`src/common/fetch_pkg.sv`:
```
/* fetch front end shared definitions */

package fetch_pkg;

    // bus and window widths
    parameter int addr_w   = 24;    // byte address
    parameter int word_w   = 16;    // program memory data bus
    parameter int window_w = 32;    // four bytes, byte 0 in bits 7:0
    parameter int len_w    = 3;     // instruction length 1..4
    parameter int field_w  = 6;     // low bits of the opcode byte

    // opcode lives in bits 7:6 of the first byte
    typedef enum logic [1:0] {
        op_short = 2'd0,    // opcode byte only
        op_imm8  = 2'd1,    // plus one immediate byte
        op_imm16 = 2'd2,    // plus two immediate bytes
        op_jump  = 2'd3     // plus 24-bit target
    } opcode_t;

    // bytes taken by one instruction
    function automatic logic [len_w-1:0] insn_len(opcode_t op);
        logic [len_w-1:0] len;
        case (op)
            op_short: len = 3'd1;
            op_imm8:  len = 3'd2;
            op_imm16: len = 3'd3;
            op_jump:  len = 3'd4;
            default:  len = 3'd1;
        endcase
        return len;
    endfunction

endpackage
```
`src/hdl/fetch_unit.sv`:
```
/* instruction fetch top */

module fetch_unit #(
    parameter logic [fetch_pkg::addr_w-1:0] reset_addr = '0
) (
    input  logic                               clk,
    input  logic                               rst,
    input  logic                               cen,
    input  logic [fetch_pkg::word_w-1:0]       ram_dout,
    input  logic                               insn_ready,
    output logic [fetch_pkg::addr_w-1:0]       ram_addr,
    output logic                               insn_valid,
    output fetch_pkg::opcode_t                 insn_opcode,
    output logic [fetch_pkg::field_w-1:0]      insn_field,
    output logic [fetch_pkg::addr_w-1:0]       insn_operand,
    output logic [fetch_pkg::addr_w-1:0]       insn_addr
);

    logic [fetch_pkg::addr_w-1:0]    req_addr;      // program counter
    logic [fetch_pkg::window_w-1:0]  window_data;
    logic                            window_ok;
    logic                            take;
    logic [fetch_pkg::len_w-1:0]     take_len;
    logic [fetch_pkg::addr_w-1:0]    take_target;
    logic                            take_jump;

    fetch_sequencer #(
        .reset_addr  (reset_addr)
    ) u_seq (
        .clk         (clk),
        .rst         (rst),
        .cen         (cen),
        .take        (take),
        .take_len    (take_len),
        .take_target (take_target),
        .take_jump   (take_jump),
        .req_addr    (req_addr)
    );

    // memory side
    prefetch_window u_window (
        .clk         (clk),
        .rst         (rst),
        .cen         (cen),
        .req_addr    (req_addr),
        .ram_dout    (ram_dout),
        .ram_addr    (ram_addr),
        .window_data (window_data),
        .window_ok   (window_ok)
    );

    insn_length_decoder u_dec (
        .clk          (clk),
        .rst          (rst),
        .cen          (cen),
        .window_data  (window_data),
        .window_ok    (window_ok),
        .req_addr     (req_addr),
        .insn_ready   (insn_ready),
        .take         (take),
        .take_len     (take_len),
        .take_target  (take_target),
        .take_jump    (take_jump),
        .insn_valid   (insn_valid),
        .insn_opcode  (insn_opcode),
        .insn_field   (insn_field),
        .insn_operand (insn_operand),
        .insn_addr    (insn_addr)
    );

endmodule

```
`src/hdl/fetch_sequencer.sv`:
```
/* fetch program counter */

module fetch_sequencer #(
    parameter logic [fetch_pkg::addr_w-1:0] reset_addr = '0
) (
    input  logic                              clk,
    input  logic                              rst,
    input  logic                              cen,
    input  logic                              take,          // instruction leaves the window
    input  logic [fetch_pkg::len_w-1:0]       take_len,
    input  logic [fetch_pkg::addr_w-1:0]      take_target,
    input  logic                              take_jump,
    output logic [fetch_pkg::addr_w-1:0]      req_addr
);

    logic [fetch_pkg::addr_w-1:0] pc;
    logic [fetch_pkg::addr_w-1:0] seq_pc;      // fall-through address

    assign req_addr = pc;
    assign seq_pc   = pc + fetch_pkg::addr_w'(take_len);   // wraps at 24 bits

    always_ff @(posedge clk or posedge rst) begin
        if (rst) begin
            pc <= reset_addr;
        end else if (cen && take) begin
            if (take_jump) begin
                pc <= take_target;                   // redirect to the jump target
            end else begin
                pc <= seq_pc;
            end
        end
    end

    // decoder only offers real lengths
    len_in_range: assert property (
        @(posedge clk) disable iff (rst)
        take |-> (take_len >= 3'd1) && (take_len <= 3'd4)
    );

endmodule

```
`src/hdl/insn_length_decoder.sv`:
```
/* instruction length decoder */

module insn_length_decoder (
    input  logic                               clk,
    input  logic                               rst,
    input  logic                               cen,
    input  logic [fetch_pkg::window_w-1:0]     window_data,
    input  logic                               window_ok,
    input  logic [fetch_pkg::addr_w-1:0]       req_addr,      // address of byte 0
    input  logic                               insn_ready,
    output logic                               take,
    output logic [fetch_pkg::len_w-1:0]        take_len,
    output logic [fetch_pkg::addr_w-1:0]       take_target,
    output logic                               take_jump,
    output logic                               insn_valid,
    output fetch_pkg::opcode_t                 insn_opcode,
    output logic [fetch_pkg::field_w-1:0]      insn_field,
    output logic [fetch_pkg::addr_w-1:0]       insn_operand,
    output logic [fetch_pkg::addr_w-1:0]       insn_addr
);

    fetch_pkg::opcode_t                dec_opcode;
    logic [fetch_pkg::addr_w-1:0]      dec_operand;
    logic                              slot_free;

    // opcode from the top bits of byte 0
    assign dec_opcode = fetch_pkg::opcode_t'(window_data[7:6]);

    // operand bytes follow little-endian
    always_comb begin
        dec_operand = '0;                                      // op_short has none
        case (dec_opcode)
            fetch_pkg::op_imm8:  dec_operand = {16'd0, window_data[15:8]};
            fetch_pkg::op_imm16: dec_operand = {8'd0, window_data[23:8]};
            fetch_pkg::op_jump:  dec_operand = window_data[31:8];
            default:             dec_operand = '0;
        endcase
    end

    // slot empty or emptied on this edge
    assign slot_free = !insn_valid || insn_ready;
    assign take      = window_ok && slot_free;

    // to the sequencer
    assign take_len    = fetch_pkg::insn_len(dec_opcode);
    assign take_jump   = dec_opcode == fetch_pkg::op_jump;
    assign take_target = window_data[fetch_pkg::window_w-1:8];   // jump target bytes 1..3

    // one-entry output slot, valid flag
    always_ff @(posedge clk or posedge rst) begin
        if (rst) begin
            insn_valid <= 1'b0;
        end else if (cen) begin
            if (take) begin
                insn_valid <= 1'b1;
            end else if (insn_ready) begin
                insn_valid <= 1'b0;                            // drained, nothing new
            end
        end
    end

    // slot payload
    always_ff @(posedge clk) begin
        if (cen && take) begin
            insn_opcode  <= dec_opcode;
            insn_field   <= window_data[5:0];
            insn_operand <= dec_operand;
            insn_addr    <= req_addr;
        end
    end

    // held instruction does not move until it is accepted
    hold_while_stalled: assert property (
        @(posedge clk) disable iff (rst)
        insn_valid && !(cen && insn_ready)
        |=> insn_valid && $stable({insn_opcode, insn_field, insn_operand, insn_addr})
    );

endmodule

```
`src/prefetch/prefetch_window.sv`:
```
/* 4-byte prefetch window */

module prefetch_window (
    input  logic                                 clk,
    input  logic                                 rst,
    input  logic                                 cen,
    input  logic [fetch_pkg::addr_w-1:0]         req_addr,     // wanted window start
    input  logic [fetch_pkg::word_w-1:0]         ram_dout,     // word at ram_addr[23:1]
    output logic [fetch_pkg::addr_w-1:0]         ram_addr,
    output logic [fetch_pkg::window_w-1:0]       window_data,
    output logic                                 window_ok
);

    logic [fetch_pkg::addr_w-1:0] win_addr;     // address of byte 0
    logic [fetch_pkg::addr_w-1:0] addr_diff;    // forward distance to req_addr
    logic [3:0][7:0]              win_bytes;
    logic [3:0][7:0]              lane_byte;    // candidate byte from the bus
    logic [3:0]                   loaded;       // byte holds valid data
    logic [3:0]                   pending;      // byte still to be fetched
    logic [3:0]                   hit;          // pending byte present on the bus now
    logic [3:0]                   keep_mask;
    logic [1:0]                   adv;
    logic                         filling;
    logic                         near_move;
    logic                         start_shift;
    logic                         start_full;

    assign window_data = win_bytes;
    assign window_ok   = (&loaded) && (win_addr == req_addr);

    assign filling   = pending != 4'd0;
    assign addr_diff = req_addr - win_addr;      // wraps at 24 bits
    assign adv       = addr_diff[1:0];
    assign keep_mask = 4'b1111 >> adv;          // bytes that survive a short move

    // a move of 1..3 bytes over a full window keeps the overlap
    assign near_move   = (&loaded) && (addr_diff != '0)
                         && (addr_diff < fetch_pkg::addr_w'(4));
    assign start_shift = !filling && near_move;
    // anything else refetches, also right after reset
    assign start_full  = !filling && !near_move
                         && ((win_addr != req_addr) || !(&loaded));

    // which pending bytes sit in the word on the bus
    always_comb begin : lane_pick
        logic [fetch_pkg::addr_w-1:0] byte_addr;
        for (int i = 0; i < 4; i++) begin
            byte_addr    = win_addr + fetch_pkg::addr_w'(i);
            hit[i]       = pending[i]
                           && (byte_addr[fetch_pkg::addr_w-1:1] == ram_addr[fetch_pkg::addr_w-1:1]);
            // even address is the low lane
            lane_byte[i] = byte_addr[0] ? ram_dout[15:8] : ram_dout[7:0];
        end
    end

    // control state
    always_ff @(posedge clk or posedge rst) begin
        if (rst) begin
            win_addr <= '0;
            ram_addr <= '0;
            loaded   <= '0;
            pending  <= '0;
        end else if (cen) begin
            if (filling) begin
                // zero wait states, one word per cycle
                ram_addr <= ram_addr + fetch_pkg::addr_w'(2);
                loaded   <= loaded | hit;
                pending  <= pending & ~hit;
            end else if (start_shift) begin
                win_addr <= req_addr;
                ram_addr <= win_addr + fetch_pkg::addr_w'(4);  // first byte past old window
                loaded   <= keep_mask;
                pending  <= ~keep_mask;
            end else if (start_full) begin
                win_addr <= req_addr;
                ram_addr <= req_addr;
                loaded   <= 4'b0000;
                pending  <= 4'b1111;
            end
        end
    end

    // byte storage
    always_ff @(posedge clk) begin
        if (cen) begin
            if (filling) begin
                for (int i = 0; i < 4; i++) begin
                    if (hit[i]) begin
                        win_bytes[i] <= lane_byte[i];
                    end
                end
            end else if (start_shift) begin
                win_bytes <= win_bytes >> {adv, 3'b000};   // drop the consumed bytes
            end
        end
    end

    // a usable window never waits on a fetch
    ok_not_pending: assert property (
        @(posedge clk) disable iff (rst)
        window_ok |-> pending == 4'd0
    );

    // a byte is either loaded or pending, never both
    flags_disjoint: assert property (
        @(posedge clk) disable iff (rst)
        (loaded & pending) == 4'd0
    );

endmodule

```
`config.mk`:
```
export PLATFORM = sky130hd
export DESIGN_NAME = fetch_unit
export DESIGN_NICKNAME = d
export VERILOG_FILES = /design/src/common/fetch_pkg.sv /design/src/hdl/fetch_unit.sv /design/src/hdl/fetch_sequencer.sv /design/src/hdl/insn_length_decoder.sv /design/src/prefetch/prefetch_window.sv
export SDC_FILE = /design/constraint.sdc
export NUM_CORES = 1
export LEC_CHECK = 0
export BUFFER_PORTS_ARGS = -buffer_cell sky130_fd_sc_hd__buf_2
export CAP_MARGIN = 20
export CORE_UTILIZATION = 30
export CTS_BUF_LIST = sky130_fd_sc_hd__clkbuf_16
export CTS_CLUSTER_DIAMETER = 120
export DETAILED_ROUTE_END_ITERATION = 12
export PLACE_DENSITY = 0.44
export SLEW_MARGIN = 20
export SYNTH_ARGS = -nofsm -noshare
export SYNTH_HDL_FRONTEND = slang
export SYNTH_SLANG_ARGS = --single-unit
```
`constraint.sdc`:
```
create_clock -name clk -period 5.1 [get_ports clk]
set_clock_uncertainty 0.2 [all_clocks]
set_input_delay 1.02 -clock clk [delete_from_list [all_inputs] [get_ports clk]]
set_output_delay 1.02 -clock clk [all_outputs]
set_load 0.03 [all_outputs]
```
======== Yosys cells after proc, flatten, opt, wreduce, memory -nomap -nowiden ========
Index checks and enable logic that the tools add are counted.
operators by class
  add/subtract/negate cells ............... 7
  magnitude comparators ................... 1
  equality and inequality tests ........... 13
  shift-type cells ........................ 2
  muxes and demuxes ....................... 25
  bitwise logic cells ..................... 5
  reduce and logical (&&, ||, !) cells .... 33
operator list
  kind                                                                   number
  24-bit 2-to-1 mux                                                      5
  23-bit equality test                                                   4
  24-bit by 2-bit adder with 24-bit output, second input constant        3
  24-bit one-hot mux with 3 select lines                                 1
  32-bit 2-to-1 mux                                                      2
  8-bit 2-to-1 mux                                                       8
  32-bit by 5-bit right shift with 32-bit output                         1
  24-bit by 1-bit adder with 24-bit output, second input constant        1
  24-bit by 3-bit adder with 24-bit output                               1
  24-bit by 3-bit adder with 24-bit output, second input constant        1
  24-bit equality test                                                   1
  24-bit by 3-bit < comparator with 1-bit output, second input constant  1
  4-bit 2-to-1 mux                                                       6
  24-bit != test                                                         1
  24-bit nonzero test                                                    1
  24-bit subtractor                                                      1
  3-bit AND reduction                                                    5
  1-bit logical AND                                                      12
  3-bit one-hot mux with 4 select lines                                  1
  2-bit by 1-bit != test with 1-bit output, second input constant        4
  4-bit NOT                                                              2
  2-bit nonzero test                                                     3
  4-bit AND                                                              1
  2-bit equality test, second input constant                             2
  other kinds (12)                                                       18
word-level totals
  flip-flop bits (word level) ............. 169
  input bits .............................. 20
  output and inout bits ................... 81
  logic and storage cells ................. 100

======== Logic depth before layout (Yosys ltp) ========
  word-level depth ........................ 10
  gate-level depth with buffers ........... 17
  gate-level depth less buffers ........... 13

======== Cells and area by module ========
From an unflattened synthesis, not the netlist that was laid out.
second synthesis, totals
  cells, all modules ...................... 1424
  area, all modules ....................... 12533.3 um^2
modules (own cells, without submodules)
  module               instances  cells an instance  area an instance (um^2)
  prefetch_window      1          1103               8614.5
  insn_length_decoder  1          124                2213.4
  fetch_sequencer      1          197                1705.4

======== Worst setup path before layout ========
Ideal clock, no wire load.
  kind .................................... register to register
  from .................................... reg u_window.win_addr[15] in the netlist's numbering
  to ...................................... reg u_window.win_bytes (netlist bit u_window.window_data[24]), enable pin
  setup time .............................. 0.385 ns
  data arrival time ....................... 3.990 ns
  data required time ...................... 4.515 ns
  slack ................................... 0.524 ns
  cell stages (with the launch flop) ...... 14
  buffers on the path ..................... 2
  clock period less this slack ............ 4.576 ns
  cells stage by stage .................... dfrtp_1 -> clkbuf_1 -> inv_1 -> ha_1 -> buf_2 -> a21oi_1 -> o21a_1 -> nor2_1 -> a2111oi_0 -> or4b_1 -> or4_1 -> nor4b_1 -> nand4_1 -> a21boi_0
between the ends
  longest elaborated chain between the ends .. 7
  elaborated cells on any way between the ends .. 12
  classes of those cells .................. 2 x add/sub; 1 x order compare; 2 x eq/ne; 7 x reduce/logical
ends and longest elaborated chain
  what                                                                       line                   source
  start, declared                                                            prefetch_window.sv:14  logic [fetch_pkg::addr_w-1:0] win_addr;
  start signal, assigned                                                     prefetch_window.sv:70  win_addr <= req_addr;
  start signal, assigned                                                     prefetch_window.sv:75  win_addr <= req_addr;
  parallel branches: the longest is 6 deep, another holds 24-bit subtractor  -
  3-bit AND reduction (no source line) (*)                                   -
  end signal, assigned by index                                              prefetch_window.sv:89  win_bytes[i] <= lane_byte[i];
  end signal, assigned                                                       prefetch_window.sv:93  win_bytes <= win_bytes >> {adv, 3'b000};
  end, declared                                                              prefetch_window.sv:16  logic [3:0][7:0] win_bytes;
Every way passes the cells marked *.
A chain may end at the register's enable or synchronous reset.

======== Final worst setup path ========
  from .................................... reg u_window.win_addr[15] in the netlist's numbering
  to ...................................... reg u_window.win_bytes (netlist bit u_window.window_data[27]), enable pin
Same word-level chain as after synthesis.

==> flow_metrics.tcl <==
set metrics [dict create \
    worstHoldPathType "flop to flop" \
    vias 11392 \
    gr-total-overflow 0 \
    place_ws_ns 0.0851 \
    cts_buffers 17 \
    final_cell_mix "a21oi_1, nor2_1, nand2_1, buf_2, edfxtp_1" \
    async_flop_share_pct 47.9 \
    root_buffer "clkbuf_16" \
    setup_tns_ns 0 \
    start_util_pct 30.4 \
    dieWidth_um 202 \
    pin_count 101 \
    die_h_um 202 \
    slew_violations 0 \
    worstSetupPathType "flop to flop" \
    cts_max_path_buffers 2 \
    path_max_fanout 10 \
    drtIter0Drc 984 \
    synth_nets 1414 \
    die-area_mm2 0.0410 \
    end_kind "flop" \
    p_leak_uw 0.00548 \
    wl_per_cell_um 24.2 \
    cp.arrival_ns 4.80 \
    htreeDepth 4 \
    critical-path-max-stage-delay_ns 0.52 \
    cp_num_buf_inv 4 \
    final.period_utilization_pct 94.7 \
    clk_latency_ns 0.46 \
    rsz0062_at_grt "false" \
    track_usage_pct 23.6 \
    holdBufCountCts 0 \
    finalNonFillerCells 2002 \
    setup.worst_path.end "u_window.window_data[27]" \
    fin_nets 1522 \
    yosysUniqueCellTypes 88 \
    r2r_slack_ns 0.27 \
    grt_pass1_wl_um 72000 \
    power_density_mw_per_mm2 342 \
    drc 0 \
    startpoint "u_window.win_addr[15]" \
    diodes 0 \
    coreArea_mm2 0.0396 \
    via_per_inst 5.69 \
    grt_max_degree 46 \
    max_slew_margin_pct 41.6 \
    finalInstanceArea_mm2 0.0140 \
    placed_cell_area_mm2 0.0134 \
    rows 73 \
    ys.flop_type "edfxtp_1" \
    worst_slew_pin_slew_ns 0.864 \
    outcome "finished, final reports clean" \
    fin_ws_ns 0.268 \
    peakVddDrop_uv 234 \
    synth.cell_area_mm2 0.0121 \
    clkSlewWorstSetupHoldPaths_ns 0.08 \
    cp.required_ns 5.07 \
    path_cells "inv_1 -> ha_1 -> a21oi_1 -> o21a_1 -> nor2_1 -> a2111oi_0 -> buf_4 -> or4b_1 -> or4_1 -> nor4b_2 -> nand4_1 -> buf_4 -> a21boi_0 -> buf_4" \
    drive_gt1_share_pct 18.5 \
    hold_violations 0 \
    ys_ff_latch 169 \
    grt_pass1_vias 10788 \
    final_common_cell "a21oi_1" \
    ant_nets 0 \
    syn-instance-count 1356 \
    cp_common_cell "buf_4" \
    antenna_found_initial 0 \
    syn_area_per_cell_um2 8.89 \
    path_depth 14 \
    start_kind "flop" \
    r2r-start "u_window.win_addr[15]" \
    area_growth_pct 16.4 \
    cts_num_sinks 169 \
    crit_slowest_cell "dfrtp_1" \
    fmax_mhz 207 \
    cts_tree "yes" \
    rr_worst_depth 14 \
    synth_enable_flop_cells 88 \
    maxCapViolCount 0 \
    gp_congestion 0.966 \
    crit_family "simple AND/OR/NAND/NOR gates" \
    drt_wl_total_um 48500 \
    dpl.cell_count 1970 \
    ys_warn_count 0 \
    hpwlAfterDp_um 37800 \
    portBuffers 100 \
    first_pass_iters 5 \
    synth-seq-area-share_pct 38.7 \
    setup_viol 0 \
    layout_min_cycle_time_ns 4.83 \
    r2r_end "u_window.window_data[27]" \
]
[routing by layer]
metal | vias up | share of wire [%] | GRT usage, %
met4 | 0 | 2.8 | 8.27
met1 | 5620 | 48 | 35.2
met3 | 51 | 5.1 | 2.58
met5 | - | 0 | 0
li1 | 5276 | - | -
met2 | 445 | 44 | 35.1
[report_power, final]
part	total (uW)	switching (uW)	internal (uW)
clock network	1320	664	653
registers	1730	202	1530
logic	1740	1130	612
total	4790	1990	2800
[flip-flops by register name, indices dropped and copies added (netlist names)]
name,cells
u_dec.insn_addr,24
u_dec.insn_field,6
u_dec.insn_opcode,2
u_dec.insn_operand,24
u_dec.insn_valid,1
u_seq.req_addr,24
u_window.loaded,4
u_window.pending,4
u_window.ram_addr,24
u_window.win_addr,24
u_window.window_data,32
[stage by stage]
stage	power, uW	hold slack (ns)	util [%]
3_5_place_dp	3460	0.208	33.9
4_1_cts	4780	0.231	35.3
5_1_grt	5020	0.246	35.4
2_1_floorplan	2870	0.200	-
3_3_place_gp	3480	0.212	33.9
6_report	4790	0.229	35.4
[final cells by class]
cell class	instances	area, um^2
fillers	4161	25600
repair buffers	174	1080
inverters	54	204
multi-input cells	1048	6830
well taps	525	657
clock inverters	15	158
flip-flops and latches	169	4670
clock buffers	17	425
[cell usage after synthesis, types with 6 or more instances]
cell type  instances  share of area (%)
and3_1            22                1.1
nor3_1            36                1.5
edfxtp_1          88                 22
mux2_2            34                3.2
xor2_1            22                1.6
ha_1              36                3.7
nor3b_1            7               0.44
nor2_1           111                3.5
o22ai_1           24                1.2
a221oi_1          19                1.4
a211oi_1          29                1.8
clkbuf_1          57                1.8
buf_1              6               0.19
inv_1             53                1.7
and2_1            36                1.9
dfrtp_1           81                 17
o21ai_0           74                3.1
o31ai_1            8               0.50
nand2_1          106                3.3
a21oi_1          114                4.7
a31oi_1           16               0.83
or4_1              9               0.56
xnor2_1           50                3.6
nor2b_1           27                1.4
nand3_1           49                2.0
nand2b_1           8               0.42
nor4_1            19               0.99
buf_2             14               0.58
or3_1              7               0.36
a221o_1            6               0.50
nand4_1           37                1.9
mux2i_1           28                2.3
a21o_1            11               0.69
[cells by family (layout without fill, tap and decap cells)]
kind of cell,count (synthesis),count (layout),synth area share [%]
and+or+nand+nor,503,503,21.5
AOI/OAI and AO/OA,373,373,20.1
DFF,169,169,38.7
buffers and inverters,139,260,4.84
xor gates and xnor gates,72,72,5.23
muxes,62,62,5.50
adders and majority gates,38,38,4.07
[what timing repair did]
item,CTS,global route
setup buffers,0,0
setup endpoints to repair,0,38
resized for setup,0,5
[worst min-delay path by stage]
stage / start / to / slack (ns) / depth (start not counted)
after CTS: u_window.window_data[1] / u_dec.insn_field[1] / 0.23 / 0
final: u_window.window_data[1] / u_dec.insn_field[1] / 0.23 / 0
after floorplan: u_window.window_data[0] / u_dec.insn_field[0] / 0.20 / 0
after global placement: u_window.window_data[1] / u_dec.insn_field[1] / 0.21 / 0
after detailed placement: u_window.window_data[3] / u_dec.insn_field[3] / 0.21 / 0
after global routing: u_window.window_data[1] / u_dec.insn_field[1] / 0.25 / 0
No activity file was read; power rests on OpenSTA's default activity.
